`src/include/lsu_settings.svh`:
```
// ****************************
// LSU build constants
// ****************************

`ifndef LSU_SETTINGS_SVH
`define LSU_SETTINGS_SVH

// Datapath
`define LSU_DATA_W       32             // Data and address width
`define LSU_BYTE_W       4              // Byte enables per word

// DCCM window
// Window size is 2^(LSU_DCCM_ADDR_W+2) bytes
`define LSU_DCCM_BASE    32'hF004_0000  // Window base, aligned to window size
`define LSU_DCCM_ADDR_W  10             // Word address bits, 4 KiB

// Store buffer
`define LSU_STBUF_DEPTH  4              // Entries, power of two
`define LSU_STBUF_IDX_W  2              // Pointer width, log2 of depth

`endif

```
`src/hw/lsu_pkg.sv`:
```
// ****************************
// LSU shared types
// ****************************

`include "lsu_settings.svh"

package lsu_pkg;

   typedef enum logic {
      LSU_LOAD  = 1'b0,
      LSU_STORE = 1'b1
   } lsu_op_e;

   typedef enum logic [1:0] {
      SZ_BYTE = 2'd0,
      SZ_HALF = 2'd1,
      SZ_WORD = 2'd2
   } lsu_size_e;

   typedef enum logic [1:0] {
      EXC_NONE       = 2'd0,
      EXC_MISALIGNED = 2'd1,
      EXC_ACCESS     = 2'd2   // Outside the DCCM window
   } lsu_exc_e;

   // Request as it enters dc1
   typedef struct packed {
      logic      valid;
      lsu_op_e   op;
      lsu_size_e size;
      logic      unsign;      // Zero extend on load
   } lsu_pkt_t;

   // One pipeline stage
   typedef struct packed {
      lsu_pkt_t               pkt;
      logic [`LSU_DATA_W-1:0] addr;
      logic [`LSU_DATA_W-1:0] data;        // Unshifted store data
      logic                   in_dccm;
      logic                   misaligned;
   } lsu_stage_t;

   typedef struct packed {
      logic                   exc_valid;
      lsu_exc_e               exc_type;
      logic [`LSU_DATA_W-1:0] addr;
   } lsu_error_pkt_t;

   // Store buffer bytes for the dc2 load
   typedef struct packed {
      logic [`LSU_BYTE_W-1:0] byteen;
      logic [`LSU_DATA_W-1:0] data;
   } lsu_fwd_t;

endpackage

```
`src/hw/lsu_lsc_ctl.sv`:
```
// ****************************
// LSU address and pipe control
// ****************************

`timescale 1ns/100ps
`include "lsu_settings.svh"

module lsu_lsc_ctl (
   input  logic                    clk,
   input  logic                    arst_n,
   input  lsu_pkg::lsu_pkt_t       lsu_p,             // Request packet, dc1
   input  logic [`LSU_DATA_W-1:0]  rs1,               // Base register
   input  logic [11:0]             offset,            // Signed immediate
   input  logic [`LSU_DATA_W-1:0]  store_data,
   output lsu_pkg::lsu_stage_t     stage_dc1,
   output lsu_pkg::lsu_stage_t     stage_dc2,
   output lsu_pkg::lsu_stage_t     stage_dc3,
   output lsu_pkg::lsu_error_pkt_t lsu_error_pkt_dc3
);

   localparam int WIN_LSB = `LSU_DCCM_ADDR_W + 2;             // Lowest bit above the window
   localparam logic [`LSU_DATA_W-1:0] DCCM_BASE = `LSU_DCCM_BASE;

   logic [`LSU_DATA_W-1:0] addr_dc1;
   logic                   in_dccm_dc1;
   logic                   misaligned_dc1;
   logic                   valid_dc2;
   logic                   valid_dc3;
   lsu_pkg::lsu_stage_t    pay_dc2;
   lsu_pkg::lsu_stage_t    pay_dc3;
   logic                   exc_dc3;

   // ****************************
   // dc1 address and checks
   // ****************************
   assign addr_dc1    = rs1 + {{(`LSU_DATA_W-12){offset[11]}}, offset};
   assign in_dccm_dc1 = addr_dc1[`LSU_DATA_W-1:WIN_LSB] == DCCM_BASE[`LSU_DATA_W-1:WIN_LSB];

   always_comb begin
      case (lsu_p.size)
         lsu_pkg::SZ_HALF: misaligned_dc1 = addr_dc1[0];
         lsu_pkg::SZ_WORD: misaligned_dc1 = |addr_dc1[1:0];
         default:          misaligned_dc1 = 1'b0;           // Bytes are always aligned
      endcase
   end

   assign stage_dc1 = '{pkt: lsu_p, addr: addr_dc1, data: store_data,
                        in_dccm: in_dccm_dc1, misaligned: misaligned_dc1};

   // ****************************
   // dc2 and dc3 flops
   // ****************************
   always_ff @(posedge clk or negedge arst_n) begin
      if (!arst_n) begin
         valid_dc2 <= 1'b0;
         valid_dc3 <= 1'b0;
      end else begin
         valid_dc2 <= stage_dc1.pkt.valid;
         valid_dc3 <= valid_dc2;
      end
   end

   always_ff @(posedge clk) begin
      pay_dc2 <= stage_dc1;
      pay_dc3 <= pay_dc2;
   end

   // Valid bits come from the reset flops
   always_comb begin
      stage_dc2           = pay_dc2;
      stage_dc2.pkt.valid = valid_dc2;
      stage_dc3           = pay_dc3;
      stage_dc3.pkt.valid = valid_dc3;
   end

   // Error report, misaligned takes priority over access fault
   assign exc_dc3 = stage_dc3.pkt.valid & (stage_dc3.misaligned | ~stage_dc3.in_dccm);

   always_comb begin
      lsu_error_pkt_dc3.exc_valid = exc_dc3;
      lsu_error_pkt_dc3.addr      = stage_dc3.addr;
      if (!exc_dc3)                  lsu_error_pkt_dc3.exc_type = lsu_pkg::EXC_NONE;
      else if (stage_dc3.misaligned) lsu_error_pkt_dc3.exc_type = lsu_pkg::EXC_MISALIGNED;
      else                           lsu_error_pkt_dc3.exc_type = lsu_pkg::EXC_ACCESS;
   end

   // Size 3 is reserved, the alignment check above treats it as a byte
   a_size_legal: assert property (@(posedge clk) disable iff (!arst_n)
      lsu_p.valid |-> (lsu_p.size != 2'd3));

endmodule

```
`src/hw/lsu_stbuf.sv`:
```
// ****************************
// LSU store buffer
// ****************************

`timescale 1ns/100ps
`include "lsu_settings.svh"

module lsu_stbuf (
   input  logic                        clk,
   input  logic                        arst_n,
   input  lsu_pkg::lsu_stage_t         stage_dc2,
   input  logic                        dccm_rden,        // Load owns the port this cycle
   output logic [`LSU_DCCM_ADDR_W-1:0] stbuf_wr_addr,
   output logic [`LSU_DATA_W-1:0]      stbuf_wr_data,
   output logic [`LSU_BYTE_W-1:0]      stbuf_wr_byteen,
   output logic                        stbuf_drain,      // Head is written this cycle
   output lsu_pkg::lsu_fwd_t           fwd_dc2,
   output logic                        lsu_store_stall_any,
   output logic                        stbuf_empty
);

   localparam int IDX_W  = `LSU_STBUF_IDX_W;
   localparam int AW     = `LSU_DCCM_ADDR_W;
   localparam int BYTE_W = `LSU_BYTE_W;
   localparam logic [IDX_W:0] DEPTH = `LSU_STBUF_DEPTH;

   // Entry storage, no reset
   logic [AW-1:0]          ent_addr   [`LSU_STBUF_DEPTH];
   logic [BYTE_W-1:0]      ent_byteen [`LSU_STBUF_DEPTH];
   logic [`LSU_DATA_W-1:0] ent_data   [`LSU_STBUF_DEPTH];

   logic [IDX_W-1:0]       wr_ptr;
   logic [IDX_W-1:0]       rd_ptr;
   logic [IDX_W:0]         count;
   logic                   alloc;
   logic                   ld_dc2;
   logic [AW-1:0]          waddr_dc2;
   logic [BYTE_W-1:0]      byteen_dc2;
   logic [IDX_W-1:0]       fwd_idx;

   assign waddr_dc2 = stage_dc2.addr[AW+1:2];

   // Legal stores only, errors never enter
   assign alloc  = stage_dc2.pkt.valid & (stage_dc2.pkt.op == lsu_pkg::LSU_STORE) &
                   stage_dc2.in_dccm & ~stage_dc2.misaligned;
   assign ld_dc2 = stage_dc2.pkt.valid & (stage_dc2.pkt.op == lsu_pkg::LSU_LOAD) &
                   stage_dc2.in_dccm;

   always_comb begin
      case (stage_dc2.pkt.size)
         lsu_pkg::SZ_BYTE: byteen_dc2 = BYTE_W'(1) << stage_dc2.addr[1:0];
         lsu_pkg::SZ_HALF: byteen_dc2 = BYTE_W'(3) << stage_dc2.addr[1:0];
         default:          byteen_dc2 = '1;
      endcase
   end

   // ****************************
   // Allocate and drain
   // ****************************
   always_ff @(posedge clk) begin
      if (alloc) begin
         ent_addr[wr_ptr]   <= waddr_dc2;
         ent_byteen[wr_ptr] <= byteen_dc2;
         ent_data[wr_ptr]   <= stage_dc2.data << {stage_dc2.addr[1:0], 3'b000};  // Lane aligned
      end
   end

   assign stbuf_drain     = (count != '0) & ~dccm_rden;  // Only when no load reads
   assign stbuf_wr_addr   = ent_addr[rd_ptr];
   assign stbuf_wr_data   = ent_data[rd_ptr];
   assign stbuf_wr_byteen = ent_byteen[rd_ptr];

   always_ff @(posedge clk or negedge arst_n) begin
      if (!arst_n) begin
         wr_ptr <= '0;
         rd_ptr <= '0;
         count  <= '0;
      end else begin
         if (alloc)       wr_ptr <= wr_ptr + 1'b1;
         if (stbuf_drain) rd_ptr <= rd_ptr + 1'b1;         // Entry leaves after its write
         count <= count + {{IDX_W{1'b0}}, alloc} - {{IDX_W{1'b0}}, stbuf_drain};
      end
   end

   // Two stores may already sit in dc1 and dc2
   assign lsu_store_stall_any = (DEPTH - count) < 2;
   assign stbuf_empty         = (count == '0);

   // ****************************
   // Load forwarding
   // ****************************
   // Walk oldest to newest so younger bytes overwrite older ones
   always_comb begin
      fwd_dc2 = '0;
      fwd_idx = rd_ptr;
      for (int i = 0; i < `LSU_STBUF_DEPTH; i++) begin
         fwd_idx = rd_ptr + IDX_W'(i);
         if (ld_dc2 && (i < count) && (ent_addr[fwd_idx] == waddr_dc2)) begin
            for (int b = 0; b < BYTE_W; b++) begin
               if (ent_byteen[fwd_idx][b]) begin
                  fwd_dc2.byteen[b]      = 1'b1;
                  fwd_dc2.data[8*b +: 8] = ent_data[fwd_idx][8*b +: 8];
               end
            end
         end
      end
   end

   // Stall must have held the source off before the buffer filled
   a_no_alloc_full: assert property (@(posedge clk) disable iff (!arst_n)
      alloc |-> (count != DEPTH));

   // Pointers agree with count whenever an entry is written out
   a_drain_has_entry: assert property (@(posedge clk) disable iff (!arst_n)
      stbuf_drain |-> ((wr_ptr != rd_ptr) || (count == DEPTH)) ##1 (count <= DEPTH));

endmodule

```
`src/hw/lsu_dccm_ctl.sv`:
```
// ****************************
// LSU DCCM port and load data
// ****************************

`timescale 1ns/100ps
`include "lsu_settings.svh"

module lsu_dccm_ctl (
   input  logic                        clk,
   input  logic                        arst_n,
   input  lsu_pkg::lsu_stage_t         stage_dc1,
   input  lsu_pkg::lsu_stage_t         stage_dc2,
   input  logic [`LSU_DATA_W-1:0]      dccm_rd_data,     // Valid in dc2
   input  lsu_pkg::lsu_fwd_t           fwd_dc2,
   input  logic [`LSU_DCCM_ADDR_W-1:0] stbuf_wr_addr,
   input  logic [`LSU_DATA_W-1:0]      stbuf_wr_data,
   input  logic [`LSU_BYTE_W-1:0]      stbuf_wr_byteen,
   input  logic                        stbuf_drain,
   output logic                        dccm_rden,
   output logic [`LSU_DCCM_ADDR_W-1:0] dccm_rd_addr,
   output logic                        dccm_wren,
   output logic [`LSU_DCCM_ADDR_W-1:0] dccm_wr_addr,
   output logic [`LSU_DATA_W-1:0]      dccm_wr_data,
   output logic [`LSU_BYTE_W-1:0]      dccm_wr_byteen,
   output logic [`LSU_DATA_W-1:0]      lsu_result_dc3,
   output logic                        lsu_load_valid_dc3
);

   localparam int DW = `LSU_DATA_W;

   logic          ld_dc2;
   logic [DW-1:0] merged_dc2;
   logic [DW-1:0] shifted_dc2;
   logic [DW-1:0] ld_data_dc2;
   logic          sign_dc2;

   // ****************************
   // Port control
   // ****************************
   assign dccm_rden    = stage_dc1.pkt.valid & (stage_dc1.pkt.op == lsu_pkg::LSU_LOAD) &
                         stage_dc1.in_dccm & ~stage_dc1.misaligned;
   assign dccm_rd_addr = stage_dc1.addr[`LSU_DCCM_ADDR_W+1:2];   // Word address

   // Store buffer holds its drain back while a read owns the port
   assign dccm_wren      = stbuf_drain;
   assign dccm_wr_addr   = stbuf_wr_addr;
   assign dccm_wr_data   = stbuf_wr_data;
   assign dccm_wr_byteen = stbuf_wr_byteen;

   // ****************************
   // dc2 load data
   // ****************************
   assign ld_dc2 = stage_dc2.pkt.valid & (stage_dc2.pkt.op == lsu_pkg::LSU_LOAD) &
                   stage_dc2.in_dccm & ~stage_dc2.misaligned;

   // Buffered store bytes replace stale DCCM bytes
   always_comb begin
      for (int b = 0; b < `LSU_BYTE_W; b++) begin
         merged_dc2[8*b +: 8] = fwd_dc2.byteen[b] ? fwd_dc2.data[8*b +: 8]
                                                  : dccm_rd_data[8*b +: 8];
      end
   end

   assign shifted_dc2 = merged_dc2 >> {stage_dc2.addr[1:0], 3'b000};  // Byte lane to bit 0

   always_comb begin
      sign_dc2 = 1'b0;
      case (stage_dc2.pkt.size)
         lsu_pkg::SZ_BYTE: begin
            sign_dc2    = ~stage_dc2.pkt.unsign & shifted_dc2[7];
            ld_data_dc2 = {{(DW-8){sign_dc2}}, shifted_dc2[7:0]};
         end
         lsu_pkg::SZ_HALF: begin
            sign_dc2    = ~stage_dc2.pkt.unsign & shifted_dc2[15];
            ld_data_dc2 = {{(DW-16){sign_dc2}}, shifted_dc2[15:0]};
         end
         default:          ld_data_dc2 = shifted_dc2;               // Full word
      endcase
   end

   // ****************************
   // dc3 result
   // ****************************
   always_ff @(posedge clk or negedge arst_n) begin
      if (!arst_n) begin
         lsu_load_valid_dc3 <= 1'b0;
      end else begin
         lsu_load_valid_dc3 <= ld_dc2;                  // One cycle pulse per load
      end
   end

   always_ff @(posedge clk) begin
      if (ld_dc2) lsu_result_dc3 <= ld_data_dc2;
   end

   // A load read and a buffer drain never share the port
   a_port_single_use: assert property (@(posedge clk) disable iff (!arst_n)
      !(dccm_rden && dccm_wren));

endmodule

```
`src/hw/lsu.sv`:
```
// ****************************
// Load store unit top
// ****************************

`timescale 1ns/100ps
`include "lsu_settings.svh"

module lsu (
   input  logic                        clk,
   input  logic                        arst_n,
   input  lsu_pkg::lsu_pkt_t           lsu_p,                 // Request, dc1
   input  logic [`LSU_DATA_W-1:0]      rs1,
   input  logic [11:0]                 offset,
   input  logic [`LSU_DATA_W-1:0]      store_data,
   input  logic [`LSU_DATA_W-1:0]      dccm_rd_data,
   output logic [`LSU_DATA_W-1:0]      lsu_result_dc3,
   output logic                        lsu_load_valid_dc3,
   output lsu_pkg::lsu_error_pkt_t     lsu_error_pkt_dc3,
   output logic                        lsu_pmu_misaligned_dc3,
   output logic                        lsu_store_stall_any,   // Hold off stores
   output logic                        lsu_idle_any,          // Pipe and buffer drained
   output logic                        dccm_rden,
   output logic                        dccm_wren,
   output logic [`LSU_DCCM_ADDR_W-1:0] dccm_rd_addr,
   output logic [`LSU_DCCM_ADDR_W-1:0] dccm_wr_addr,
   output logic [`LSU_DATA_W-1:0]      dccm_wr_data,
   output logic [`LSU_BYTE_W-1:0]      dccm_wr_byteen
);

   lsu_pkg::lsu_stage_t         stage_dc1;
   lsu_pkg::lsu_stage_t         stage_dc2;
   lsu_pkg::lsu_stage_t         stage_dc3;
   lsu_pkg::lsu_fwd_t           fwd_dc2;
   logic [`LSU_DCCM_ADDR_W-1:0] stbuf_wr_addr;
   logic [`LSU_DATA_W-1:0]      stbuf_wr_data;
   logic [`LSU_BYTE_W-1:0]      stbuf_wr_byteen;
   logic                        stbuf_drain;
   logic                        stbuf_empty;

   lsu_lsc_ctl lsc_ctl_inst (.*);
   lsu_stbuf stbuf_inst (.*);
   lsu_dccm_ctl dccm_ctl_inst (.*);

   // Nothing in flight and every store written
   assign lsu_idle_any = ~(stage_dc1.pkt.valid | stage_dc2.pkt.valid | stage_dc3.pkt.valid) &
                         stbuf_empty;

   assign lsu_pmu_misaligned_dc3 = stage_dc3.pkt.valid & stage_dc3.misaligned;

endmodule

```
`config.mk`:
```
export PLATFORM = sky130hd
export DESIGN_NAME = lsu
export DESIGN_NICKNAME = d
export VERILOG_FILES = /design/src/hw/lsu_pkg.sv /design/src/hw/lsu_lsc_ctl.sv /design/src/hw/lsu_stbuf.sv /design/src/hw/lsu_dccm_ctl.sv /design/src/hw/lsu.sv
export VERILOG_INCLUDE_DIRS = /design/src /design/src/include
export SDC_FILE = /design/constraint.sdc
export NUM_CORES = 1
export LEC_CHECK = 0
export BUFFER_PORTS_ARGS = -buffer_cell sky130_fd_sc_hd__buf_2
export CORE_UTILIZATION = 50
export CTS_BUF_LIST = sky130_fd_sc_hd__clkbuf_4
export DETAILED_ROUTE_END_ITERATION = 10
export HOLD_SLACK_MARGIN = 0.08
export PLACE_DENSITY = 0.73
export SETUP_SLACK_MARGIN = 0.15
export SKIP_LAST_GASP = 1
export SYNTH_ARGS = -nofsm -noshare
export SYNTH_HDL_FRONTEND = slang
export SYNTH_SLANG_ARGS = --single-unit
export TNS_END_PERCENT = 50
```
`constraint.sdc`:
```
create_clock -name clk -period 3.97 [get_ports clk]
set_input_delay 0.1985 -clock clk [delete_from_list [all_inputs] [get_ports clk]]
set_output_delay 0.1985 -clock clk [all_outputs]
set_load 0.05 [all_outputs]
```
* Word level (Yosys, flattened, before mapping)
Memory sizes are Yosys's and may differ from the RTL's.
Index checks and enable logic that the tools add are counted.
** Storage, ports and cells
- Bits of input ports :: 115
- Output and inout port bits :: 129
- Word-level logic and storage cells :: 130
- Bits in writable memories :: 184
- Memories kept :: 3
- Flip-flop bits (word level) :: 146
** Cells by class
- Reductions and logical operators :: 12
- Add/subtract/negate cells :: 8
- Shift operators :: 4
- Magnitude comparators :: 5
- Bitwise logic cells :: 26
- Muxes and demuxes :: 47
- Equal/unequal tests :: 8
** Memory list
- stbuf_inst.ent_data :: depth 4, bits a word 32, read ports 4, clocked after memory_dff 0, wr ports 1, RTL line lsu_stbuf.sv:30 : logic [`LSU_DATA_W-1:0] ent_data [`LSU_STBUF_DEPTH];
- stbuf_inst.ent_addr :: depth 4, bits a word 10, read ports 4, clocked after memory_dff 0, wr ports 1, RTL line lsu_stbuf.sv:28 : logic [AW-1:0] ent_addr [`LSU_STBUF_DEPTH];
- stbuf_inst.ent_byteen :: depth 4, bits a word 4, read ports 4, clocked after memory_dff 0, wr ports 1, RTL line lsu_stbuf.sv:29 : logic [BYTE_W-1:0] ent_byteen [`LSU_STBUF_DEPTH];
** Operators by type and width (count)
- $mux 8 :: 20
- $mux 36 :: 4
- $pmux 32 s2 :: 1
- $eq 10x10->1 :: 4
- $add 32x32->32 :: 1
- $lt 32x2->1 const B :: 1
- $shl 32x5->32 :: 1
- $shr 32x5->32 :: 1
- $eq 20x20->1 const B :: 1
- $mux 1 :: 18
- $and 1x1->1 :: 15
- $logic_and 1x1->1 :: 8
- $not 1->1 :: 8
- $pmux 4 s2 :: 1
- $lt 1x3->1 const A :: 2
- $lt 2x3->1 const A :: 2
- $add 2x1->2 const B :: 2
- $add 2x2->2 const B :: 2
- $eq 2x1->1 const B :: 2
- $mux 2 :: 2
- $shl 1x2->4 const A :: 1
- $shl 2x2->4 const A :: 1
- $sub 3x3->4 const A :: 1
- $add 3x1->3 :: 1
- 8 further kinds :: 10

* Depth between registers and ports, before layout
Gate-level depths: netlist (run 1).
- Depth after elaboration :: 16
- Depth in mapped cells :: 18
- Gate-level depth less buffers :: 18

* By module
A second synthesis (run 1) with hierarchy kept.
** Unflattened totals
- Cell total of the unflattened synthesis :: 1850
- Area, all modules :: 20464.6 µm²
** Modules (own cells, without submodules)
- lsu_stbuf :: cells each 1097, area each 12410.7 µm², times used 1, seq. area each 5700.5 µm²
- lsu_lsc_ctl :: cells each 511, area each 5425.2 µm², times used 1, seq. area each 2852.7 µm²
- lsu_dccm_ctl :: cells each 240, area each 2607.5 µm², times used 1, seq. area each 985.9 µm²
- lsu :: cells each 2, area each 21.3 µm², times used 1, seq. area each 0.0 µm²

* Worst setup path after synthesis (run 1)
OpenSTA, ideal clock, no wires.
- Path type :: input port to flip-flop
- Start point :: in offset[3]
- End point :: reg stbuf_inst.count[2]
- Setup time :: 0.122 ns
- Data arrival time :: 4.600 ns
- Cell stages on the path :: 16
- Path buffers :: 0
- Required time :: 3.848 ns
- Path slack :: -0.752 ns
- Path through :: ha_1 > nand2_1 > o21ai_0 > a21oi_1 > o311a_1 > o31ai_1 > a311o_1 > xor2_1 > nor4b_1 > a31oi_1 > ha_1 > inv_1 > ha_1 > inv_1 > fa_1 > xor2_1
** RTL lines
- start: declaration :: RTL line lsu.sv:13 : input logic [11:0] offset,
- end signal: assignment :: RTL line lsu_stbuf.sv:81 : count <= count + {{IDX_W{1'b0}}, alloc} - {{IDX_W{1'b0}}, stbuf_drain};
- end: declaration :: RTL line lsu_stbuf.sv:34 : logic [IDX_W:0] count;

* Final worst setup path (run 1)
- Start point :: reg stbuf_inst.rd_ptr[1]
- End point :: reg dccm_ctl_inst.lsu_result_dc3[22] (data pin)
** Between the ends
- Word-level cells in the longest chain between the ends :: 14
- Elaborated cells between the ends (all ways) :: 58
- Those cells by class :: 3 x add/sub; 4 x eq/ne; 1 x shift; 41 x mux; 2 x bitwise; 4 x reduce/logical; 3 x memory
** RTL lines
- start: declaration :: RTL line lsu_stbuf.sv:33 : logic [IDX_W-1:0] rd_ptr;
- start signal: assignment :: RTL line lsu_stbuf.sv:80 : if (stbuf_drain) rd_ptr <= rd_ptr + 1'b1;
- parallel branches: the longest is 9 deep, another holds $mem_v2 4x10
- $mux 36 * :: RTL line lsu_stbuf.sv:98 : if (ld_dc2 && (i < count) && (ent_addr[fwd_idx] == waddr_dc2)) begin
- $mux 8 :: RTL line lsu_dccm_ctl.sv:59 : merged_dc2[8*b +: 8] = fwd_dc2.byteen[b] ? fwd_dc2.data[8*b +: 8]
- $shr 32x5->32 * :: RTL line lsu_dccm_ctl.sv:64 : assign shifted_dc2 = merged_dc2 >> {stage_dc2.addr[1:0], 3'b000};
- $and 1x1->1, on equally long branches :: RTL line lsu_dccm_ctl.sv:74, lsu_dccm_ctl.sv:70
- $pmux 32 s2 * :: RTL line lsu_dccm_ctl.sv:68 : case (stage_dc2.pkt.size)
- named net dccm_ctl_inst.ld_data_dc2[22] :: RTL line lsu_dccm_ctl.sv:34 : logic [DW-1:0] ld_data_dc2;
- end signal: assignment :: RTL line lsu_dccm_ctl.sv:93 : if (ld_dc2) lsu_result_dc3 <= ld_data_dc2;
- end: declaration :: RTL line lsu_dccm_ctl.sv:25 : output logic [`LSU_DATA_W-1:0] lsu_result_dc3,
Mark *: on every way through the listed nets, which the timed path passes.
A chain may end at the register's enable or synchronous reset.

==> metrics.md, run 1 <==
| Metric | Value |
|---|---|
| Max Clock Freq | `249 MHz` |
| Number of enable flip-flop cells after synthesis | `216` |
| Flop and latch count out of synthesis | `between 300 and 400` |
| Reg2Reg Launch Point | `stbuf_inst.rd_ptr[1]$_DFFE_PN0P_` |
| Final critical-path required period | `~4 ns` |
| Average wire per standard cell | `around 20 microns` |
| Detailed-route wire length | `between 50000 and 60000 microns` |
| Number of standard cells after synthesis | `around 1700` |
| Outcome | `complete, but fails checks` |
| Violated checks | `setup timing` |
| Power, Total | `14800 uW` |
| Detailed router's first-iteration violation count | `1326` |
| Proportion of synthesized area in mux cells | `0.146` |
| Maximum fanout along the worst path | `8` |
| Post-synthesis share of cell area spent on xor and xnor gates | `0.0362` |
| Worst VDD drop | `~0.00045 V` |
| Critical Path Start | `stbuf_inst.rd_ptr[1]$_DFFE_PN0P_` |
| Share of the clock period used by the worst path | `1.01` |
| Combinational family with the most area after synthesis | `compound AO/OA/AOI/OAI gates` |
| CTS root buffer | `sky130_fd_sc_hd__clkbuf_4` |
| Cell area power density | `a little under 600 nW/um^2` |
| Storage cell area | `just under 9000 sq um` |
| Aggregate global-route resource usage | `0.285` |
| Total I/O pin count | `~240` |
| CP Data Required Time | `approximately 4.5 ns` |
| Largest net degree at the start of global routing | `147` |
| Clock tree skew after final layout | `approximately 0.066 ns` |
| Detail Route Antenna Nets | `0` |
| Crit path DAT | `about 4.5 ns` |
| Count of buffers inserted at the top-level ports | `243` |
| Height of the die | `around 200 microns` |
| Vias in the first global route | `roughly 16000` |
| Final Setup Violations | `6` |
| Element type at the critical path end | `flop` |
| Post-CTS clock slew at the launch and capture registers of the worst setup and hold paths | `around 0.070 ns` |
| DR DRC count | `0` |
| GP Congestion | `between 0.9 and 1` |
| Setup slack of the critical path after layout | `-0.0471 ns` |
| Number of nets in the synthesized netlist | `between 1500 and 2000` |
| Slew margin rel. | `0.310` |
| Overall die area | `38000 sq um` |
| Remaining Overflow, GRT | `0` |
| Total number of vias | `16383` |
| Count of cell types in the netlist | `92` |
| Hold slack | `0.117 ns` |
| Synthesized area per cell | `about 11 sq um` |
| Placed wire-length estimate | `39400 microns` |
| Leakage Power | `0.0103 uW` |
| Post-synth top flop | `sky130_fd_sc_hd__edfxtp_1` |
| Die width | `around 200 microns` |
| Clock sinks | `330` |
| Starting utilization of the core area | `0.508` |
| Switching share of total power | `0.418` |
| Maximum Capacitance Violations | `0` |
| Layout cells sized above 1 | `0.392` |
| Hold WC Path Type | `input port to flop` |
| Core region area | `between 30000 and 40000 sq um` |
| Multi-input logic area | `roughly 10000 sq um` |
| Power share of the combinational group | `0.511` |
| Synthesis-to-layout area growth | `36.8%` |
| Compound-Gate Fraction of Synth Area | `0.151` |
| Synthesized cell area | `between 15000 and 20000 sq um` |
| Net total in the final layout | `around 2400` |
| Simple-gate area share of the yosys netlist | `0.113` |
| Clock tree from TritonCTS | `built` |
| Clock network fraction of total power | `0.209` |
| Transition time of the tightest slew-check pin | `~1 ns` |
| Final Util | `0.695` |
| TritonCTS Buffers | `86` |
| Endpoints failing hold | `0` |
| FFs w/ async S/R, synth | `0.0303` |
| Category of the most critical setup path | `flop to flop` |
| Worst setup SP type | `flop` |
| Hold Startpoint | `dccm_rd_data[30]` |
| Placed cells | `2466` |
| Site row count | `70` |
| Setup tns final | `-0.215 ns` |
| Via density | `roughly 5.9` |
| Clock latency at the later pin of the worst-skew pair | `approximately 0.79 ns` |
| Flop pwr share | `0.279` |
| Antenna violations before repair | `3` |
| Number of filler cells placed in the layout | `between 2000 and 3000` |
| Count of yosys warnings during synthesis | `0` |
| Wire length of the first global-routing pass | `between 80000 and 90000 microns` |
| Pins over their slew limit | `0` |
| Power dissipated by switching net loads | `slightly above 6000 uW` |
| CTS max path bufs | `3` |
| Htree depth | `3` |
| Number of optimization iterations in the first detailed-route pass | `5` |
| Cell-internal power | `about 8600 uW` |
| Adder and majority cell fraction of the synthesized area | `0.0317` |
| Final cell count without fillers | `2795` |
| Sequential element share of the synthesized area | `0.474` |
| RSZ-0062 raised after global routing | `true` |
sequential cells by signal (all words and copies together), names as in the netlist:
signal / flops
dccm_ctl_inst.lsu_load_valid_dc3: 1
dccm_ctl_inst.lsu_result_dc3: 32
lsc_ctl_inst.lsu_error_pkt_dc3: 32
lsc_ctl_inst.stage_dc2: 70
lsc_ctl_inst.stage_dc3: 2
lsc_ctl_inst.valid_dc2: 1
lsc_ctl_inst.valid_dc3: 1
stbuf_inst.count: 3
stbuf_inst.ent_addr: 40
stbuf_inst.ent_byteen: 16
stbuf_inst.ent_data: 128
stbuf_inst.rd_ptr: 2
stbuf_inst.wr_ptr: 2
metrics by stage:
step	worst slack [ns]	cell area, sq um
floorplan	0.0593	18900
global placement	-0.103	21500
detailed placement	-0.208	21500
CTS	0.100	24500
global route	-0.135	25500
finish	-0.0471	25500
power groups by stage:
stage	Clock (uW)	Combinational (uW)	Sequential, uW
6_report	3100	7570	4130
4_1_cts	3160	7000	4120
3_3_place_gp	0	6530	4180
3_5_place_dp	0	6610	4180
5_1_grt	3320	7980	4160
2_1_floorplan	0	5090	4070
cell type report:
class                   count  area share
inverters                  27     0.00408
clock inverters            21     0.00673
clock buffers             130      0.0383
multi-input cells        1194       0.396
well taps                 468      0.0230
flip-flops and latches    330       0.347
diodes                      2    0.000197
repair buffers            623       0.185
cells in the mapped netlist, types with 19 or more instances:
| cell type | n | area, sq um |
|---|---|---|
| sky130_fd_sc_hd__buf_2 | 23 | 115 |
| sky130_fd_sc_hd__a21o_1 | 21 | 158 |
| sky130_fd_sc_hd__clkbuf_1 | 53 | 199 |
| sky130_fd_sc_hd__a21oi_1 | 117 | 586 |
| sky130_fd_sc_hd__buf_4 | 49 | 368 |
| sky130_fd_sc_hd__mux4_2 | 27 | 608 |
| sky130_fd_sc_hd__nand2_1 | 131 | 492 |
| sky130_fd_sc_hd__mux2_2 | 58 | 653 |
| sky130_fd_sc_hd__nor3_1 | 20 | 100 |
| sky130_fd_sc_hd__and2_1 | 19 | 119 |
| sky130_fd_sc_hd__ha_1 | 44 | 551 |
| sky130_fd_sc_hd__edfxtp_1 | 216 | 6490 |
| sky130_fd_sc_hd__xor2_1 | 24 | 210 |
| sky130_fd_sc_hd__o211ai_1 | 19 | 143 |
| sky130_fd_sc_hd__nor2_1 | 103 | 387 |
| sky130_fd_sc_hd__mux2i_1 | 143 | 1430 |
| sky130_fd_sc_hd__inv_1 | 26 | 97.6 |
| sky130_fd_sc_hd__dfxtp_1 | 104 | 2080 |
| sky130_fd_sc_hd__a211oi_1 | 26 | 195 |
| sky130_fd_sc_hd__and3_1 | 27 | 169 |
| sky130_fd_sc_hd__o21ai_0 | 78 | 390 |
| sky130_fd_sc_hd__xnor2_1 | 53 | 464 |
placed cells by master (no fill, tap or decap), types with 14 or more instances in the layout:
| cell | synthesis | routed |
|---|---|---|
| sky130_fd_sc_hd__buf_6 | 4 | 19 |
| sky130_fd_sc_hd__buf_4 | 49 | 201 |
| sky130_fd_sc_hd__mux2i_1 | 143 | 113 |
| sky130_fd_sc_hd__inv_1 | 26 | 25 |
| sky130_fd_sc_hd__xnor2_1 | 53 | 43 |
| sky130_fd_sc_hd__xor2_1 | 24 | 20 |
| sky130_fd_sc_hd__edfxtp_1 | 216 | 216 |
| sky130_fd_sc_hd__clkbuf_4 | 0 | 131 |
| sky130_fd_sc_hd__o211ai_1 | 19 | 19 |
| sky130_fd_sc_hd__nor2b_1 | 16 | 16 |
| sky130_fd_sc_hd__nor2_1 | 103 | 102 |
| sky130_fd_sc_hd__nand4_1 | 15 | 15 |
| sky130_fd_sc_hd__dfxtp_1 | 104 | 102 |
| sky130_fd_sc_hd__nand2_1 | 131 | 129 |
| sky130_fd_sc_hd__mux2i_2 | 0 | 17 |
| sky130_fd_sc_hd__o21ai_0 | 78 | 64 |
| sky130_fd_sc_hd__mux2i_4 | 1 | 14 |
| sky130_fd_sc_hd__mux4_2 | 27 | 27 |
| sky130_fd_sc_hd__ha_1 | 44 | 41 |
| sky130_fd_sc_hd__dlygate4sd3_1 | 0 | 144 |
| sky130_fd_sc_hd__a21oi_1 | 117 | 98 |
| sky130_fd_sc_hd__a211oi_1 | 26 | 20 |
| sky130_fd_sc_hd__o21a_1 | 17 | 17 |
| sky130_fd_sc_hd__a21o_1 | 21 | 20 |
| sky130_fd_sc_hd__buf_2 | 23 | 242 |
| sky130_fd_sc_hd__a21oi_2 | 0 | 15 |
| sky130_fd_sc_hd__mux2_2 | 58 | 57 |
| sky130_fd_sc_hd__and3_1 | 27 | 21 |
what timing repair did:
item	4_1_cts	5_1_grt
pin swaps	12	23
hold endpoints to repair	105	1
buffers inserted	11	16
cloned	1	4
resized for setup	68	144
endpoints found under the setup margin	33	36
hold buffers	143	1
worst paths after layout:
kind / to / slack [ns] / depth (start not counted)
setup reg to reg: dccm_ctl_inst.lsu_result_dc3[22]$_DFFE_PP_ / -0.05 / 15
hold / removal: dccm_ctl_inst.lsu_result_dc3[30]$_DFFE_PP_ / 0.12 / 5
setup / recovery: dccm_ctl_inst.lsu_result_dc3[22]$_DFFE_PP_ / -0.05 / 15
hold reg to reg: lsc_ctl_inst.lsu_error_pkt_dc3[22]$_DFF_P_ / 0.31 / 0
max in group asynchronous: stbuf_inst.rd_ptr[0]$_DFFE_PN0P_ / 2.98 / 3
min in group asynchronous: stbuf_inst.rd_ptr[1]$_DFFE_PN0P_ / 0.51 / 3
critical path: stages (launching register included):
cell and delay, ns:
sky130_fd_sc_hd__dfrtp_4 0.58, sky130_fd_sc_hd__buf_8 0.18, sky130_fd_sc_hd__mux2i_4 0.19, sky130_fd_sc_hd__xnor2_1 0.20, sky130_fd_sc_hd__nor4_1 0.31, sky130_fd_sc_hd__buf_4 0.18, sky130_fd_sc_hd__o21ai_2 0.06, sky130_fd_sc_hd__buf_6 0.14
sky130_fd_sc_hd__or4_4 0.58, sky130_fd_sc_hd__nand4_1 0.14, sky130_fd_sc_hd__a311oi_2 0.12, sky130_fd_sc_hd__a21o_4 0.23, sky130_fd_sc_hd__o2111ai_4 0.25, sky130_fd_sc_hd__nand3_4 0.17, sky130_fd_sc_hd__clkbuf_16 0.20, sky130_fd_sc_hd__a211o_1 0.23
cells by family after synthesis:
| group | after synthesis |
|---|---|
| buffers and inverters | 171 |
| adder cells (fa/ha/maj) | 46 |
| AND/OR/NAND/NOR | 421 |
| flip-flops | 330 |
| AO/OA/AOI/OAI | 421 |
| multiplexers | 229 |
| XOR/XNOR | 77 |
routing by layer:
metal | track usage | up-vias | wire length [microns]
met5 | 0 | - | 13
met4 | 0.126 | 2 | 1750
met3 | 0.0632 | 131 | 5010
met2 | 0.455 | 780 | 26100
met1 | 0.372 | 7892 | 23400
li1 | - | 7578 | -
Note: power is estimated with default switching activity, not from simulation.
==> inputs of run 2 (changes only) <==
--- a/config.mk
+++ b/config.mk
@@ -6,6 +6,7 @@
 export SDC_FILE = /design/constraint.sdc
 export NUM_CORES = 1
 export LEC_CHECK = 0
+export ABC_AREA = 1
 export BUFFER_PORTS_ARGS = -buffer_cell sky130_fd_sc_hd__buf_2
 export CORE_UTILIZATION = 50
 export CTS_BUF_LIST = sky130_fd_sc_hd__clkbuf_4
==> run 2 against run 1 <==
  * Maximum frequency grew 10%
  * Critical path type unchanged
  * Cell count grew 30%
  * Non-clock buffer count shrank 184
  * Sequential cell count is the same
  * Clock skew shrank 0.015 ns
  * The run now ends clean
  * Combinational power grew 6.6%
  * Critical path depth grew 4
  * Worst setup slack gained 0.38 ns
  * Die area grew 8.2%
  * Synthesized cell count grew 57%
==> metrics.md, run 2 <==
| Metric | Value |
|---|---|
| Leading cell types in the layout, fill and taps excluded | `sky130_fd_sc_hd__nand2_1 (861), sky130_fd_sc_hd__o21ai_0 (286), sky130_fd_sc_hd__inv_1 (275)` |
| Via density | `5.49 (-6.3%)` |
| Total number of vias | `19978 (+22%)` |
| Final critical-path required period | `3.64 ns (-0.377 ns)` |
| Category of the most critical setup path | `flop to flop` |
| Final Util | `0.614 (-0.0812)` |
| Count of yosys warnings during synthesis | `0 (unchanged)` |
| Synthesis-to-layout area growth | `21.1%` |
| Number of optimization iterations in the first detailed-route pass | `7 (+2)` |
| Flop and latch count out of synthesis | `330 (unchanged)` |
| Post-synthesis share of cell area spent on xor and xnor gates | `0.0117 (-0.0246)` |
| Remaining Overflow, GRT | `0 (unchanged)` |
| Commonest non-fill, non-tap cell in the layout | `sky130_fd_sc_hd__nand2_1` |
| Post-synth top flop | `sky130_fd_sc_hd__edfxtp_1` |
| RSZ-0062 raised after global routing | `true` |
| Area contributors post-synth | `sky130_fd_sc_hd__edfxtp_1 (32%), sky130_fd_sc_hd__nand2_1 (16%), sky130_fd_sc_hd__dfxtp_1 (10%)` |
| Yosys top cell by area | `sky130_fd_sc_hd__edfxtp_1` |
| Detailed router's first-iteration violation count | `2009 (+52%)` |
| Aggregate global-route resource usage | `0.315 (+0.0303)` |
| Metal1 wirelength | `27200 microns (+16%)` |
| Simple-gate area share of the yosys netlist | `0.287 (+0.175)` |
| Core region area | `39700 sq um (+8.5%)` |
| Maximum Capacitance Violations | `0 (unchanged)` |
| Total I/O pin count | `244 (unchanged)` |
| Largest net degree at the start of global routing | `103 (-30%)` |
| Worst VDD drop | `0.000558 V (+24%)` |
| Leakage Power | `0.0114 uW (+11%)` |
| Cell area power density | `634 nW/um^2 (+9.1%)` |
| Reg with most FFs | `stbuf_inst.ent_data` |
| Clock tree from TritonCTS | `built` |
| Setup slack of the critical path after layout | `0.330 ns (+0.377 ns)` |
| FFs w/ async S/R, synth | `0.0303 (unchanged)` |
| Combinational family with the most area after synthesis | `simple AND/OR/NAND/NOR gates` |
| Element type at the critical path end | `flop` |
| Max Clock Freq | `275 MHz (+10%)` |
| Overall die area | `41100 sq um (+8.2%)` |
| Count of buffers inserted at the top-level ports | `243 (unchanged)` |
| Detail Route Antenna Nets | `0 (unchanged)` |
| Met2 routed WL | `29300 microns (+12%)` |
| Share of Yosys cell area claimed by the top area cell type | `0.322 (-0.0267)` |
| Site row count | `73 (+4.3%)` |
| Placed wire-length estimate | `45900 microns (+17%)` |
| TritonCTS Buffers | `85 (-1.2%)` |
| Height of the die | `203 microns (+4.0%)` |
| Die width | `203 microns (+4.0%)` |
| Top-count cell post-synth | `sky130_fd_sc_hd__nand2_1` |
| Synthesized cell area | `20200 sq um (+8.3%)` |
| Starting utilization of the core area | `0.507 (-0.00112)` |
| Htree depth | `3 (unchanged)` |
| Worst setup SP type | `flop` |
| Outcome | `finished clean` |
| Setup tns final | `0 ns (+0.215 ns)` |
| Slew margin rel. | `0.265 (-0.0457)` |
| Post-CTS clock slew at the launch and capture registers of the worst setup and hold paths | `0.07 ns (about the same)` |
| Clock latency at the later pin of the worst-skew pair | `0.82 ns (+0.03 ns)` |
| Share of the clock period used by the worst path | `0.917 (-0.0951)` |
| Pre-CTS WS | `0.0177 ns (+0.225 ns)` |
| Pins over their slew limit | `0 (unchanged)` |
| GP Congestion | `0.959 (+4.1%)` |
| DR DRC count | `0 (unchanged)` |
| Antenna violations before repair | `3 (unchanged)` |
| Hold WC Path Type | `input port to flop` |
| Number of standard cells after synthesis | `2664 (+57%)` |
| Wire length of the first global-routing pass | `100000 microns (+19%)` |
| Net total in the final layout | `3199 (+32%)` |
| Detailed-route wire length | `64800 microns (+15%)` |
| Proportion of synthesized area in mux cells | `0.00695 (-0.139)` |
| Number of nets in the synthesized netlist | `2825 (+52%)` |
| Sequential element share of the synthesized area | `0.437 (-0.0363)` |
| Synthesized area per cell | `7.57 sq um (-31%)` |
| Average wire per standard cell | `17.8 microns (-12%)` |
| Clock sinks | `330 (unchanged)` |
| Adder and majority cell fraction of the synthesized area | `0.0293 (-0.00243)` |
| Crit path DAT | `4.15 ns (-0.39 ns)` |
| Count of cell types in the netlist | `58 (-37%)` |
| Maximum fanout along the worst path | `25 (+17)` |
| Vias in the first global route | `18907 (+18%)` |
| Transition time of the tightest slew-check pin | `1.10 ns (+0.0712 ns)` |
| CTS root buffer | `sky130_fd_sc_hd__clkbuf_4` |
| Final Setup Violations | `0 (-6)` |
| Compound-Gate Fraction of Synth Area | `0.126 (-0.0250)` |
| Flip-flop count of the largest register after layout | `128 (unchanged)` |
| Clock tree skew after final layout | `0.0511 ns (-0.0150 ns)` |
| Most used standard cells in the synthesized netlist | `sky130_fd_sc_hd__nand2_1 (863), sky130_fd_sc_hd__o21ai_0 (289), sky130_fd_sc_hd__inv_1 (277)` |
| CP Data Required Time | `4.48 ns (-0.02 ns)` |
| Highest Signal Layer | `met5` |
| Number of enable flip-flop cells after synthesis | `216 (unchanged)` |
| Layout cells sized above 1 | `0.165 (-0.227)` |
| Endpoints failing hold | `0 (unchanged)` |
| CTS max path bufs | `3 (unchanged)` |
| Met3 layer wire length in the routed design | `6460 microns (+29%)` |
run 2: changes by cell type after synthesis, moves of 45 or more:
| cell | previous run | this run |
|---|---|---|
| sky130_fd_sc_hd__mux2i_1 | 143 | 14 |
| sky130_fd_sc_hd__nand3_1 | 16 | 185 |
| sky130_fd_sc_hd__mux2_2 | 58 | 0 |
| sky130_fd_sc_hd__nor2_1 | 103 | 162 |
| sky130_fd_sc_hd__inv_1 | 26 | 277 |
| sky130_fd_sc_hd__a21oi_1 | 117 | 69 |
| sky130_fd_sc_hd__nand2_1 | 131 | 863 |
| sky130_fd_sc_hd__o21ai_0 | 78 | 289 |
| sky130_fd_sc_hd__xnor2_1 | 53 | 8 |
run 2: logic make-up after synthesis:
group / Yosys count
simple gates: 1350
compound gates: 462
buf+inv: 436
flops: 330
fa+ha+maj: 46
xor+xnor: 26
mux: 14
run 2: layout make-up:
cell class / count / area [sq um]
antenna: 3 / 7.51
clock buffer: 123 / 923
clock inverter: 35 / 309
fill: 3603 / 15300
inverter: 284 / 1080
multi-input combinational: 1898 / 9420
sequential: 330 / 8830
tap: 525 / 657
timing repair buffer: 439 / 3180
run 2: worst max-delay path: stages (launching register included):
cell,delay [ns]
sky130_fd_sc_hd__dfrtp_4,0.54
sky130_fd_sc_hd__inv_8,0.18
sky130_fd_sc_hd__nand2_1,0.09
sky130_fd_sc_hd__nand2_2,0.24
sky130_fd_sc_hd__buf_12,0.19
sky130_fd_sc_hd__nand2_1,0.08
sky130_fd_sc_hd__nand3_1,0.17
sky130_fd_sc_hd__nand3_1,0.12
sky130_fd_sc_hd__nor3_2,0.39
sky130_fd_sc_hd__nand3_2,0.19
sky130_fd_sc_hd__clkinv_2,0.24
sky130_fd_sc_hd__nor2_1,0.09
sky130_fd_sc_hd__nand2_1,0.07
sky130_fd_sc_hd__nand2_1,0.04
sky130_fd_sc_hd__nand2_1,0.07
sky130_fd_sc_hd__nand2_1,0.06
sky130_fd_sc_hd__nand2_2,0.16
sky130_fd_sc_hd__inv_2,0.06
sky130_fd_sc_hd__nand3_4,0.22
sky130_fd_sc_hd__nand2_1,0.16
run 2: layer usage:
layer  up-vias  global-route usage
met2      1014               0.507
met5         -                   0
li1       9605                   -
met4         2               0.119
met1      9225               0.422
met3       132              0.0583
run 2: path summary, 6_finish.rpt:
kind | start | to | slack [ns] | depth (start not counted)
worst max-delay path | stbuf_inst.rd_ptr[1]$_DFFE_PN0P_ | dccm_ctl_inst.lsu_result_dc3[14]$_DFFE_PP_ | 0.33 | 19
worst min-delay path | offset[8] | lsc_ctl_inst.stage_dc2[43]$_DFF_P_ | 0.04 | 5
worst max register to register | stbuf_inst.rd_ptr[1]$_DFFE_PN0P_ | dccm_ctl_inst.lsu_result_dc3[14]$_DFFE_PP_ | 0.33 | 19
worst min register to register | lsc_ctl_inst.stage_dc2[50]$_DFF_P_ | lsc_ctl_inst.lsu_error_pkt_dc3[16]$_DFF_P_ | 0.32 | 0
max in group asynchronous | arst_n | stbuf_inst.rd_ptr[1]$_DFFE_PN0P_ | 3.08 | 3
min in group asynchronous | arst_n | dccm_ctl_inst.lsu_load_valid_dc3$_DFF_PN0_ | 0.44 | 3
run 2: report_power, final:
group / total [uW] / internal, uW / switching, uW
logic: 8070 / 2060 / 6010
clock network: 3290 / 1830 / 1460
registers: 4120 / 3930 / 187
total: 15500 / 7830 / 7660
run 2: through the flow:
stage | total power, uW | hold WS (ns) | instance area [sq um] | cells
3_5_place_dp | 11900 | 0.0886 | 21500 | 3325
3_3_place_gp | 11700 | 0.0849 | 21500 | 3325
6_report | 15500 | 0.0449 | 24400 | 3637
4_1_cts | 15300 | 0.0842 | 24200 | 3631
2_1_floorplan | 10200 | -0.0971 | 20200 | 2664
5_1_grt | 16500 | 0.0907 | 24400 | 3635
run 2: repair_timing:
| action | CTS | global route |
|---|---|---|
| setup buffers | 0 | 1 |
| endpoints found under the setup margin | 0 | 35 |
| endpoints found under the hold margin | 114 | 1 |
| resized for setup | 0 | 36 |
| hold buffers | 148 | 1 |
